`src/hdl/lsu_pkg.sv`:
```
`default_nettype none

package lsu_pkg;

    localparam int ADDR_W = 32;
    localparam int DATA_W = 32;
    localparam int STRB_W = DATA_W / 8;

    typedef logic [ADDR_W-1:0] addr_t;
    typedef logic [DATA_W-1:0] data_t;
    typedef logic [STRB_W-1:0] strb_t;
    typedef logic [63:0]       mtime_t;
    typedef logic [1:0]        size_t;
    typedef logic [2:0]        axsize_t;
    typedef logic [1:0]        resp_t;

    // access size codes, 0 means no access
    localparam size_t SIZE_NONE = 2'd0;
    localparam size_t SIZE_BYTE = 2'd1;
    localparam size_t SIZE_HALF = 2'd2;
    localparam size_t SIZE_WORD = 2'd3;

    localparam resp_t RESP_OKAY = 2'b00;

    // core request, one at a time
    typedef struct packed {
        logic  write;
        size_t size;
        logic  sign;
        addr_t addr;
        data_t wdata;
    } lsu_req_t;

    typedef struct packed {
        data_t rdata;
        logic  err;
    } lsu_resp_t;

    // shared by aw and ar
    typedef struct packed {
        addr_t   addr;
        axsize_t size;
    } axi_ax_t;

    typedef struct packed {
        data_t data;
        strb_t strb;
    } axi_w_t;

    typedef struct packed {
        data_t data;
        resp_t resp;
    } axi_r_t;

    // request stage to bus stage
    typedef struct packed {
        lsu_req_t req;
        data_t    wdata;
        strb_t    strb;
        axsize_t  axsize;
    } lsu_stage_t;

    // what the response stage needs to extract load data
    typedef struct packed {
        addr_t addr;
        size_t size;
        logic  sign;
    } lsu_meta_t;

    typedef enum logic [2:0] {
        IDLE,
        AW,
        W,
        B,
        AR,
        R,
        DONE
    } bus_state_e;

endpackage

`default_nettype wire

```
`src/hdl/clint_timer.sv`:
```
`timescale 1ns/100ps
`default_nettype none

module clint_timer import lsu_pkg::*; (
    input  wire   clk,
    input  wire   reset,
    input  wire   tim_valid,
    input  wire   tim_addr_hi,
    output data_t tim_rdata,
    output logic  tim_rvalid
);

    mtime_t mtime;

    // free running, one tick per clock
    always_ff @(posedge clk) begin
        if (reset) begin
            mtime      <= '0;
            tim_rvalid <= 1'b0;
        end else begin
            mtime      <= mtime + 64'd1;
            tim_rvalid <= tim_valid;
        end
    end

    // word select by address bit 2
    always_ff @(posedge clk) begin
        if (tim_valid) begin
            tim_rdata <= tim_addr_hi ? mtime[63:32] : mtime[31:0];
        end
    end

endmodule

`default_nettype wire

```
`src/hdl/lsu_align.sv`:
```
`timescale 1ns/100ps
`default_nettype none

module lsu_align import lsu_pkg::*; (
    input  wire        clk,
    input  wire        reset,
    input  lsu_req_t   req,
    input  wire        req_valid,
    output logic       req_ready,
    output logic       start,
    output lsu_stage_t stage,
    input  wire        idle
);

    lsu_req_t req_q;
    logic     busy;
    logic     pend;
    data_t    wdata_al;
    strb_t    strb_al;
    axsize_t  axsize_al;

    // ready again in the cycle the response goes out
    assign req_ready = !busy || idle;

    // store data moves to its byte lane
    assign wdata_al = req_q.wdata << {req_q.addr[1:0], 3'b000};

    always_comb begin
        unique case (req_q.size)
            SIZE_NONE: begin
                strb_al   = '0;
                axsize_al = 3'd0;
            end
            SIZE_BYTE: begin
                strb_al   = strb_t'(4'b0001) << req_q.addr[1:0];
                axsize_al = 3'd0;
            end
            SIZE_HALF: begin
                strb_al   = req_q.addr[1] ? 4'b1100 : 4'b0011;
                axsize_al = 3'd1;
            end
            SIZE_WORD: begin
                strb_al   = 4'b1111;
                axsize_al = 3'd2;
            end
        endcase
    end

    always_ff @(posedge clk) begin
        if (reset) begin
            busy  <= 1'b0;
            pend  <= 1'b0;
            start <= 1'b0;
        end else begin
            pend  <= req_valid && req_ready;
            start <= pend;
            if (req_valid && req_ready) begin
                busy <= 1'b1;
            end else if (idle) begin
                busy <= 1'b0;
            end
        end
    end

    // capture, then register the aligned form a cycle later
    always_ff @(posedge clk) begin
        if (req_valid && req_ready) begin
            req_q <= req;
        end
        if (pend) begin
            stage <= '{req: req_q, wdata: wdata_al, strb: strb_al, axsize: axsize_al};
        end
    end

endmodule

`default_nettype wire

```
`src/hdl/lsu_bus_fsm.sv`:
```
`timescale 1ns/100ps
`default_nettype none

module lsu_bus_fsm import lsu_pkg::*; #(
    parameter addr_t       CLINT_BASE = 32'ha000_0048,
    parameter int unsigned CLINT_SIZE = 8
) (
    input  wire        clk,
    input  wire        reset,
    input  wire        start,
    input  lsu_stage_t stage,
    output axi_ax_t    aw,
    output logic       awvalid,
    input  wire        awready,
    output axi_w_t     w,
    output logic       wvalid,
    input  wire        wready,
    input  resp_t      bresp,
    input  wire        bvalid,
    output logic       bready,
    output axi_ax_t    ar,
    output logic       arvalid,
    input  wire        arready,
    input  axi_r_t     r,
    input  wire        rvalid,
    output logic       rready,
    output logic       tim_valid,
    output logic       tim_addr_hi,
    input  data_t      tim_rdata,
    input  wire        tim_rvalid,
    output logic       done,
    output data_t      raw,
    output logic       err,
    output lsu_meta_t  meta
);

    bus_state_e state;
    logic       is_tim;
    axi_ax_t    ax_q;
    axi_w_t     w_q;
    addr_t      win_off;
    logic       in_window;

    // unsigned offset check covers both window bounds
    assign win_off   = stage.req.addr - CLINT_BASE;
    assign in_window = win_off < addr_t'(CLINT_SIZE);

    assign aw          = ax_q;
    assign ar          = ax_q;
    assign w           = w_q;
    assign awvalid     = (state == AW);
    assign wvalid      = (state == W);
    assign bready      = (state == B);
    assign arvalid     = (state == AR);
    assign rready      = (state == R) && !is_tim;
    assign tim_addr_hi = meta.addr[2];
    assign done        = (state == DONE);

    always_ff @(posedge clk) begin
        if (reset) begin
            state     <= IDLE;
            is_tim    <= 1'b0;
            tim_valid <= 1'b0;
        end else begin
            tim_valid <= 1'b0;
            unique case (state)
                IDLE: begin
                    if (start) begin
                        is_tim <= in_window;
                        if (in_window) begin
                            // timer writes are dropped
                            if (stage.req.write) begin
                                state <= DONE;
                            end else begin
                                state     <= R;
                                tim_valid <= 1'b1;
                            end
                        end else if (stage.req.write) begin
                            state <= AW;
                        end else begin
                            state <= AR;
                        end
                    end
                end
                AW:   if (awready) state <= W;
                W:    if (wready) state <= B;
                B:    if (bvalid) state <= DONE;
                AR:   if (arready) state <= R;
                R:    if (is_tim ? tim_rvalid : rvalid) state <= DONE;
                DONE: state <= IDLE;
                default: state <= IDLE;
            endcase
        end
    end

    always_ff @(posedge clk) begin
        if (state == IDLE && start) begin
            ax_q <= '{addr: stage.req.addr, size: stage.axsize};
            w_q  <= '{data: stage.wdata, strb: stage.strb};
            meta <= '{addr: stage.req.addr, size: stage.req.size, sign: stage.req.sign};
            raw  <= '0;
            err  <= 1'b0;
        end
        if (state == B && bvalid) begin
            err <= (bresp != RESP_OKAY);
        end
        if (state == R && !is_tim && rvalid) begin
            raw <= r.data;
            err <= (r.resp != RESP_OKAY);
        end
        if (state == R && is_tim && tim_rvalid) begin
            raw <= tim_rdata;
        end
    end

endmodule

`default_nettype wire

```
`src/hdl/lsu_extract.sv`:
```
`timescale 1ns/100ps
`default_nettype none

module lsu_extract import lsu_pkg::*; (
    input  wire       clk,
    input  wire       reset,
    input  wire       done,
    input  data_t     raw,
    input  wire       err,
    input  lsu_meta_t meta,
    output lsu_resp_t resp,
    output logic      resp_valid
);

    data_t shifted;
    data_t ext;

    // bring the addressed lane down to bit 0
    assign shifted = raw >> {meta.addr[1:0], 3'b000};

    always_comb begin
        unique case (meta.size)
            SIZE_NONE: ext = '0;
            SIZE_BYTE: ext = {{24{shifted[7] & meta.sign}}, shifted[7:0]};
            SIZE_HALF: ext = {{16{shifted[15] & meta.sign}}, shifted[15:0]};
            SIZE_WORD: ext = shifted;
        endcase
    end

    always_ff @(posedge clk) begin
        if (reset) begin
            resp_valid <= 1'b0;
        end else begin
            resp_valid <= done;
        end
    end

    always_ff @(posedge clk) begin
        if (done) begin
            resp <= '{rdata: ext, err: err};
        end
    end

endmodule

`default_nettype wire

```
`src/hdl/lsu_top.sv`:
```
`timescale 1ns/100ps
`default_nettype none

module lsu_top import lsu_pkg::*; #(
    parameter addr_t       CLINT_BASE = 32'ha000_0048,
    parameter int unsigned CLINT_SIZE = 8
) (
    input  wire       clk,
    input  wire       reset,
    input  lsu_req_t  req,
    input  wire       req_valid,
    output logic      req_ready,
    output lsu_resp_t resp,
    output logic      resp_valid,
    output axi_ax_t   aw,
    output logic      awvalid,
    input  wire       awready,
    output axi_w_t    w,
    output logic      wvalid,
    input  wire       wready,
    input  resp_t     bresp,
    input  wire       bvalid,
    output logic      bready,
    output axi_ax_t   ar,
    output logic      arvalid,
    input  wire       arready,
    input  axi_r_t    r,
    input  wire       rvalid,
    output logic      rready
);

    logic       start;
    lsu_stage_t stage;
    logic       tim_valid;
    logic       tim_addr_hi;
    data_t      tim_rdata;
    logic       tim_rvalid;
    logic       done;
    data_t      raw;
    logic       err;
    lsu_meta_t  meta;

    lsu_align i_align (
        .clk       (clk),
        .reset     (reset),
        .req       (req),
        .req_valid (req_valid),
        .req_ready (req_ready),
        .start     (start),
        .stage     (stage),
        .idle      (resp_valid)
    );

    lsu_bus_fsm #(
        .CLINT_BASE (CLINT_BASE),
        .CLINT_SIZE (CLINT_SIZE)
    ) i_bus_fsm (
        .clk         (clk),
        .reset       (reset),
        .start       (start),
        .stage       (stage),
        .aw          (aw),
        .awvalid     (awvalid),
        .awready     (awready),
        .w           (w),
        .wvalid      (wvalid),
        .wready      (wready),
        .bresp       (bresp),
        .bvalid      (bvalid),
        .bready      (bready),
        .ar          (ar),
        .arvalid     (arvalid),
        .arready     (arready),
        .r           (r),
        .rvalid      (rvalid),
        .rready      (rready),
        .tim_valid   (tim_valid),
        .tim_addr_hi (tim_addr_hi),
        .tim_rdata   (tim_rdata),
        .tim_rvalid  (tim_rvalid),
        .done        (done),
        .raw         (raw),
        .err         (err),
        .meta        (meta)
    );

    clint_timer i_timer (
        .clk         (clk),
        .reset       (reset),
        .tim_valid   (tim_valid),
        .tim_addr_hi (tim_addr_hi),
        .tim_rdata   (tim_rdata),
        .tim_rvalid  (tim_rvalid)
    );

    lsu_extract i_extract (
        .clk        (clk),
        .reset      (reset),
        .done       (done),
        .raw        (raw),
        .err        (err),
        .meta       (meta),
        .resp       (resp),
        .resp_valid (resp_valid)
    );

endmodule

`default_nettype wire

```
`config.mk`:
```
export PLATFORM = sky130hd
export DESIGN_NAME = lsu_top
export DESIGN_NICKNAME = d
export VERILOG_FILES = /design/src/hdl/lsu_pkg.sv /design/src/hdl/clint_timer.sv /design/src/hdl/lsu_align.sv /design/src/hdl/lsu_bus_fsm.sv /design/src/hdl/lsu_extract.sv /design/src/hdl/lsu_top.sv
export SDC_FILE = /design/constraint.sdc
export NUM_CORES = 1
export LEC_CHECK = 0
export CORE_MARGIN = 2
export CORE_UTILIZATION = 46
export CTS_CLUSTER_DIAMETER = 120
export DETAILED_ROUTE_END_ITERATION = 10
export DONT_BUFFER_PORTS = 1
export GPL_ROUTABILITY_DRIVEN = 0
export HOLD_SLACK_MARGIN = 0.15
export PLACE_DENSITY_LB_ADDON = 0.1
export SLEW_MARGIN = 20
export SYNTH_ARGS = -nofsm -noshare
export SYNTH_HDL_FRONTEND = slang
export SYNTH_SLANG_ARGS = --single-unit
```
`constraint.sdc`:
```
create_clock -name clk -period 11.6 [get_ports clk]
set_input_delay 1.16 -clock clk [delete_from_list [all_inputs] [get_ports clk]]
set_output_delay 1.16 -clock clk [all_outputs]
set_load 0.02 [all_outputs]
```
==> out/metrics.cfg, run 1 <==
[power_and_ir_drop]
leakage_nw = 5.54
power_mw = 2.82
peakVddDrop_v = 0.000110
powerDensity_mw_per_mm2 = 167

[cts]
htree_levels = 2
clock_tree.root_cell = clkbuf_16
cts_setup_buffers = 0
cts-hold-fix-buffers = 0
post_cts_resize_count = 0
cts.reportedPaths.clkPinSlew_ns = 0.06
cts_tree = done
clkSinkCount = 387
clock_latency_ns = 0.55
cts-buffers-inserted = 41
clock_path_buffers = 3

[drt]
wl_per_cell_um = 20.5
drt.antenna.violating_nets = 0
via_per_inst = 5.51
drc = 0
dr.pass1.iters = 4
vias = 8667
wl_um = 32200
drt_first_iter_violations = 619

[timing]
fin_crit_sh_pct = 28.4
setup_viol = 0
finalMaxSlewViolations = 0
relSlewSlack_pct = 32.0
skew_ns = 0.0192
setup_tns_ns = 0
tightestPinTransition_ns = 1.02
rsz0062_at_grt = no
max_freq_mhz = 304
min_period_ns = 3.29
hold_viol_final = 0

[grt]
grt_max_degree = 79
use_met3_pct = 4.39
grt_pass1_wl_um = 48500
antenna_found_initial = 6
grt_use_total_pct = 17.8
first_global_vias = 8057
grt_overflow_total = 0
grtUsageMet2_pct = 26.6
grt_busiest_layer = met2
use_met1_pct = 25.1

[logic_synthesis]
syn_area_mm2 = 0.0157
yosysSeqAreaShare_pct = 69.2
ys.warnings.count = 0
synth.avg_cell_area_um2 = 13.7
syn_inst = 1147
synth_top_flop_cell = edfxtp_1
synth.area.top_cells = edfxtp_1, dfxtp_1, buf_4, mux2_2, mux2i_1
netlist.area_leader.share_pct = 59.7
synth_edf_count = 313
ys_ff_latch = 387
ys_async_sr_fraction_pct = 0
synth_area_leader_cell = edfxtp_1
ys_types = 65

[cells_and_area]
area_delta_synth_final_pct = 7.67
nets = 1202
nFillCells = 2823
drive_above_1_share_pct = 10.3

[setup_path]
reg2regPathDepth = 11
end_kind = output pin
crit_fanout = 9
crit_required_ns = 10.44
crit_type = flip-flop to output pin
arrival_ns = 2.13
crit_path_start_kind = flip-flop

[floorplanning]
die_h_um = 189
initial_core_util_pct = 46.8
dieArea_mm2 = 0.0357
die_w_um = 189
rows = 67
core_area_mm2 = 0.0336
io-pin-count = 258

[placement]
io_buffers = 0
dp_hpwl_um = 21700

[hold_path]
hold_path_depth = 0
hold_class = flip-flop to flip-flop

[job]
maxCapViolCount = 0

[run_status]
status = finished, final reports clean

==> through the flow <==
step	hold WS, ns	setup WS [ns]	instance area (um2)	std cells	utilization (%)
final	0.408	8.31	16900	1573	50.4
after global routing	0.425	8.11	16900	1571	50.4
after global placement	0.401	8.44	15700	1491	46.7
after detailed placement	0.405	8.38	15700	1491	46.7
after CTS	0.412	8.27	16900	1565	50.3
after floorplan	0.400	7.82	15700	1148	-
==> final cells by class <==
cell class	instances	area [um2]	area share, %
inverter	24	91.3	0.539
clock buffer	54	1070	6.34
multi-input combinational	621	4090	24.1
tap	448	561	3.31
antenna	8	20.0	0.118
clock inverter	20	140	0.827
sequential	387	10900	64.3
timing repair buffer	11	82.6	0.487
==> layout by cell type (no fill, tap or decap), types with 8 or more instances in the layout <==
master,n
nor3_1,13
clkbuf_1,13
a22o_1,32
clkbuf_16,41
nand4_1,17
a211oi_1,25
a21oi_1,46
buf_4,11
nor4_1,10
xor2_1,15
nor2_1,61
mux2i_1,34
nor2b_1,28
edfxtp_1,313
nand3_1,24
or4_1,21
and2_1,10
xnor2_1,9
diode_2,8
o31ai_1,23
mux2_2,31
nand2_1,82
o21ai_0,41
dfxtp_1,73
or3_1,22
inv_1,22
clkinv_1,12
==> sequential cells by signal (all words and copies together) (netlist names) <==
name	count
i_extract.resp	33
i_timer.tim_rdata	32
i_bus_fsm.ar	2
i_bus_fsm.meta	35
i_bus_fsm.w	36
i_timer.mtime	64
i_align.pend	1
i_timer.tim_rvalid	1
i_align.start	1
i_bus_fsm.tim_valid	1
i_align.req_q	68
i_align.busy	1
i_bus_fsm.raw	32
i_bus_fsm.state	3
i_bus_fsm.is_tim	1
i_align.stage	74
i_extract.resp_valid	1
i_bus_fsm.err	1
==> cells by family (layout without fill, tap and decap cells) <==
logic type | count (synthesis) | count (layout) | synth area share [%]
xor+xnor | 24 | 24 | 1.34
simple gates | 327 | 327 | 11.3
mux | 66 | 66 | 4.45
other cells | 1 | 10 | 0.0238
compound gates | 198 | 198 | 8.43
buf+inv | 140 | 109 | 4.97
flops | 387 | 387 | 69.2
fa+ha+maj | 4 | 4 | 0.318
==> per-layer routing <==
layer,vias up,wire [um]
met5,-,0
met4,0,745
met3,52,1630
met2,225,14800
met1,4228,15000
li1,4162,-
==> cell usage after synthesis, drive strengths merged, types with 4 or more instances <==
cell / instances
nand3: 24
xor2: 15
and2: 11
nand4: 21
o31ai: 24
buf: 73
o22ai: 6
a21oi: 46
dfxtp: 74
or4: 23
or2: 4
or3: 23
a211oi: 25
ha: 4
nor3b: 6
a22o: 32
nor2: 63
nor3: 14
nor2b: 28
inv: 23
nand2: 82
o21ai: 47
mux2: 32
mux2i: 34
edfxtp: 313
xnor2: 9
clkbuf: 43
nand2b: 5
nor4: 12
==> final timing paths <==
kind / start / endpoint / slack [ns]
min: i_align.req_q[52]$_DFFE_PP_ / i_align.stage[91]$_DFFE_PP_ / 0.41
min reg2reg: i_align.req_q[52]$_DFFE_PP_ / i_align.stage[91]$_DFFE_PP_ / 0.41
max reg2reg: i_align.stage[86]$_DFFE_PP_ / i_bus_fsm.state[0]$_SDFFE_PP0P_ / 8.35
max: i_bus_fsm.state[1]$_SDFFE_PP0P_ / bready / 8.31
==> power breakdown <==
part           switching [mW]  internal (mW)  total (mW)
sequential             0.0322           1.54        1.57
clock                   0.523          0.676        1.20
combinational          0.0361         0.0182      0.0544
==> worst max-delay path, stage by stage, from the launching register on <==
cell and delay, ns:
dfxtp_1 0.49, clkinv_1 0.31, nor3b_1 0.79
Note: power is estimated with default switching activity, not from simulation.
==> run 2, diff against run 1 <==
Clock period 11.6 ns to 3.1 ns, I/O delays scaled along.
==> out/metrics.cfg, run 2 (same netlist as run 1, synthesis figures left out) <==
[cts]
cts_tree = done
cts.reportedPaths.clkPinSlew_ns = 0.06  ; about the same
htree_levels = 2  ; unchanged
clock_path_buffers = 3  ; unchanged
clkSinkCount = 387  ; unchanged
clock_tree.root_cell = clkbuf_16
clock_latency_ns = 0.54  ; about the same
cts-buffers-inserted = 41  ; unchanged

[timing]
hold_viol_final = 0  ; unchanged
rsz0062_at_grt = yes
tightestPinTransition_ns = 1.02  ; -0.000997 ns
fin_crit_sh_pct = 95.2
skew_ns = 0.0182  ; -0.00102 ns
finalMaxSlewViolations = 0  ; unchanged
setup_viol = 0  ; unchanged
relSlewSlack_pct = 32.1  ; +0.066 points
hold_slack_ns = 0.222  ; -0.186 ns
min_period_ns = 2.95
max_freq_mhz = 339

[floorplanning]
die_h_um = 189  ; unchanged
dieArea_mm2 = 0.0357  ; unchanged
core_area_mm2 = 0.0336  ; unchanged
initial_core_util_pct = 46.8  ; unchanged
die_w_um = 189  ; unchanged
io-pin-count = 258  ; unchanged
rows = 67  ; unchanged

[drt]
via_per_inst = 5.38  ; -2.3%
drt_first_iter_violations = 631  ; +1.9%
drt.antenna.violating_nets = 0  ; unchanged
wl_um = 33000  ; +2.4%
vias = 9171  ; +5.8%
dr.pass1.iters = 5  ; +1
drc = 0  ; unchanged
wl_per_cell_um = 19.3  ; -5.5%

[grt]
antenna_found_initial = 3  ; -3
grt_use_total_pct = 18.2  ; +0.40 points
grt_pass1_wl_um = 50400  ; +3.8%
grt_overflow_total = 0  ; unchanged
first_global_vias = 8812  ; +9.4%
grt_max_degree = 79  ; unchanged

[setup_path]
rrSetupSlack_ns = 0.15  ; -8.20 ns
crit_fanout = 3  ; -6
crit_type = flip-flop to flip-flop
r2r_end = i_bus_fsm.state[0]$_SDFFE_PP0P_
reg2regPathDepth = 11  ; unchanged
reg2reg_from = i_align.stage[92]$_DFFE_PP_
end_kind = flip-flop
arrival_ns = 3.35  ; +1.22 ns
crit_required_ns = 3.50  ; -6.94 ns
crit_path_start_kind = flip-flop

[power_and_ir_drop]
clkPwrFrac_pct = 43.1  ; +0.6 points
p_comb_share_pct = 3.3  ; +1.4 points
peakVddDrop_v = 0.000545  ; +390%
switchingPower_mw = 2.24  ; +280%
switching_share_pct = 20.5  ; -0.46 points
p_int_mw = 8.71  ; +290%
leakage_nw = 6.18  ; +12%
p_seq_share_pct = 53.7  ; -1.9 points
powerDensity_mw_per_mm2 = 595  ; +260%

[cells_and_area]
final_core_util_pct = 54.7  ; +4.3 points
reg_top3 = i_align.stage (74), i_align.req_q (68), i_timer.mtime (64)
mostFrequentLayoutCells = edfxtp_1, dlygate4sd3_1, nand2_1
layout_commonest_cell = edfxtp_1
nets = 1339  ; +11%
largest_reg_flops = 74  ; unchanged
area_delta_synth_final_pct = 16.9
drive_above_1_share_pct = 12.5  ; +2.2 points
fin_area_mm2 = 0.0184  ; +8.6%
regMostFlops = i_align.stage

[hold_path]
hold_path_depth = 3  ; +3
min_to = i_bus_fsm.state[0]$_SDFFE_PP0P_
hold_class = input port to flip-flop
worstHoldStart = bvalid

[job]
maxCapViolCount = 0  ; unchanged

[placement]
placed_area_mm2 = 0.0159  ; +1.3%
dp_hpwl_um = 22000  ; +1.3%
io_buffers = 0  ; unchanged

[run_status]
status = finished, final reports clean

run 2: worst max path at each step:
stage	startpoint	to	slack, ns
floorplan	i_bus_fsm.state[1]$_SDFFE_PP0P_	i_bus_fsm.raw[0]$_DFFE_PP_	0.03
global placement	i_align.stage[94]$_DFFE_PP_	i_bus_fsm.state[0]$_SDFFE_PP0P_	0.03
detailed placement	i_align.stage[94]$_DFFE_PP_	i_bus_fsm.state[0]$_SDFFE_PP0P_	-0.01
CTS	i_align.stage[94]$_DFFE_PP_	i_bus_fsm.state[0]$_SDFFE_PP0P_	0.001
global route	i_align.stage[74]$_DFFE_PP_	i_bus_fsm.state[0]$_SDFFE_PP0P_	-0.03
finish	i_align.stage[92]$_DFFE_PP_	i_bus_fsm.state[0]$_SDFFE_PP0P_	0.15
run 2: repair_timing:
item	in CTS	in global routing
buffers inserted	0	5
pin swaps	1	5
resized for setup	0	7
endpoints found under the hold margin	185	0
hold buffers	109	0
endpoints found under the setup margin	1	2
run 2: per-stage QoR:
| stage | power, mW | setup WS, ns | std cells | setup TNS (ns) |
|---|---|---|---|---|
| 6_report | 10.9 | 0.150 | 1704 | 0 |
| 5_1_grt | 11.3 | -0.0330 | 1704 | -0.0330 |
| 4_1_cts | 11.1 | 0.00125 | 1696 | 0 |
| 3_5_place_dp | 6.21 | -0.0111 | 1514 | -0.0111 |
| 3_3_place_gp | 6.20 | 0.0337 | 1514 | 0 |
| 2_1_floorplan | 6.16 | 0.0315 | 1148 | 0 |
run 2: critical path, cell delays in order, from the launching register on:
cell and delay (ns):
edfxtp_1 0.39, or4_4 0.53, or3_4 0.38, o31ai_4 0.21
o2111ai_2 0.16, or3_1 0.33, ha_1 0.28, nor2_1 0.04
a22oi_1 0.15, nor2_1 0.06, a311oi_1 0.21, a211oi_1 0.08
run 2: area by class of cell:
cell class                      count  area, um2
Antenna cell                        3       7.51
Clock buffer                       59       1160
Clock inverter                     14        134
Fill cell                        2745      15200
Inverter                           24       97.6
Multi-Input combinational cell    621       4120
Sequential cell                   387      10900
Tap cell                          448        561
Timing Repair Buffer              148       1430
run 2: power by group through the flow:
stage	registers [mW]	clock network, mW	logic, mW
final	5.88	4.71	0.359
after global routing	5.89	5.04	0.396
after CTS	5.88	4.84	0.359
after detailed placement	5.99	0	0.220
after global placement	5.98	0	0.216
after floorplan	5.93	0	0.227
run 2: routing by layer:
layer / part of all wire [%] / vias up / wire, um / global-route usage [%]
met2: 47 / 254 / 15400 / 28.6
met5: 0 / - / 0 / 0
met4: 2.4 / 0 / 777 / 5.86
met3: 5.2 / 56 / 1710 / 3.87
met1: 46 / 4447 / 15100 / 25.4
li1: - / 4414 / - / -
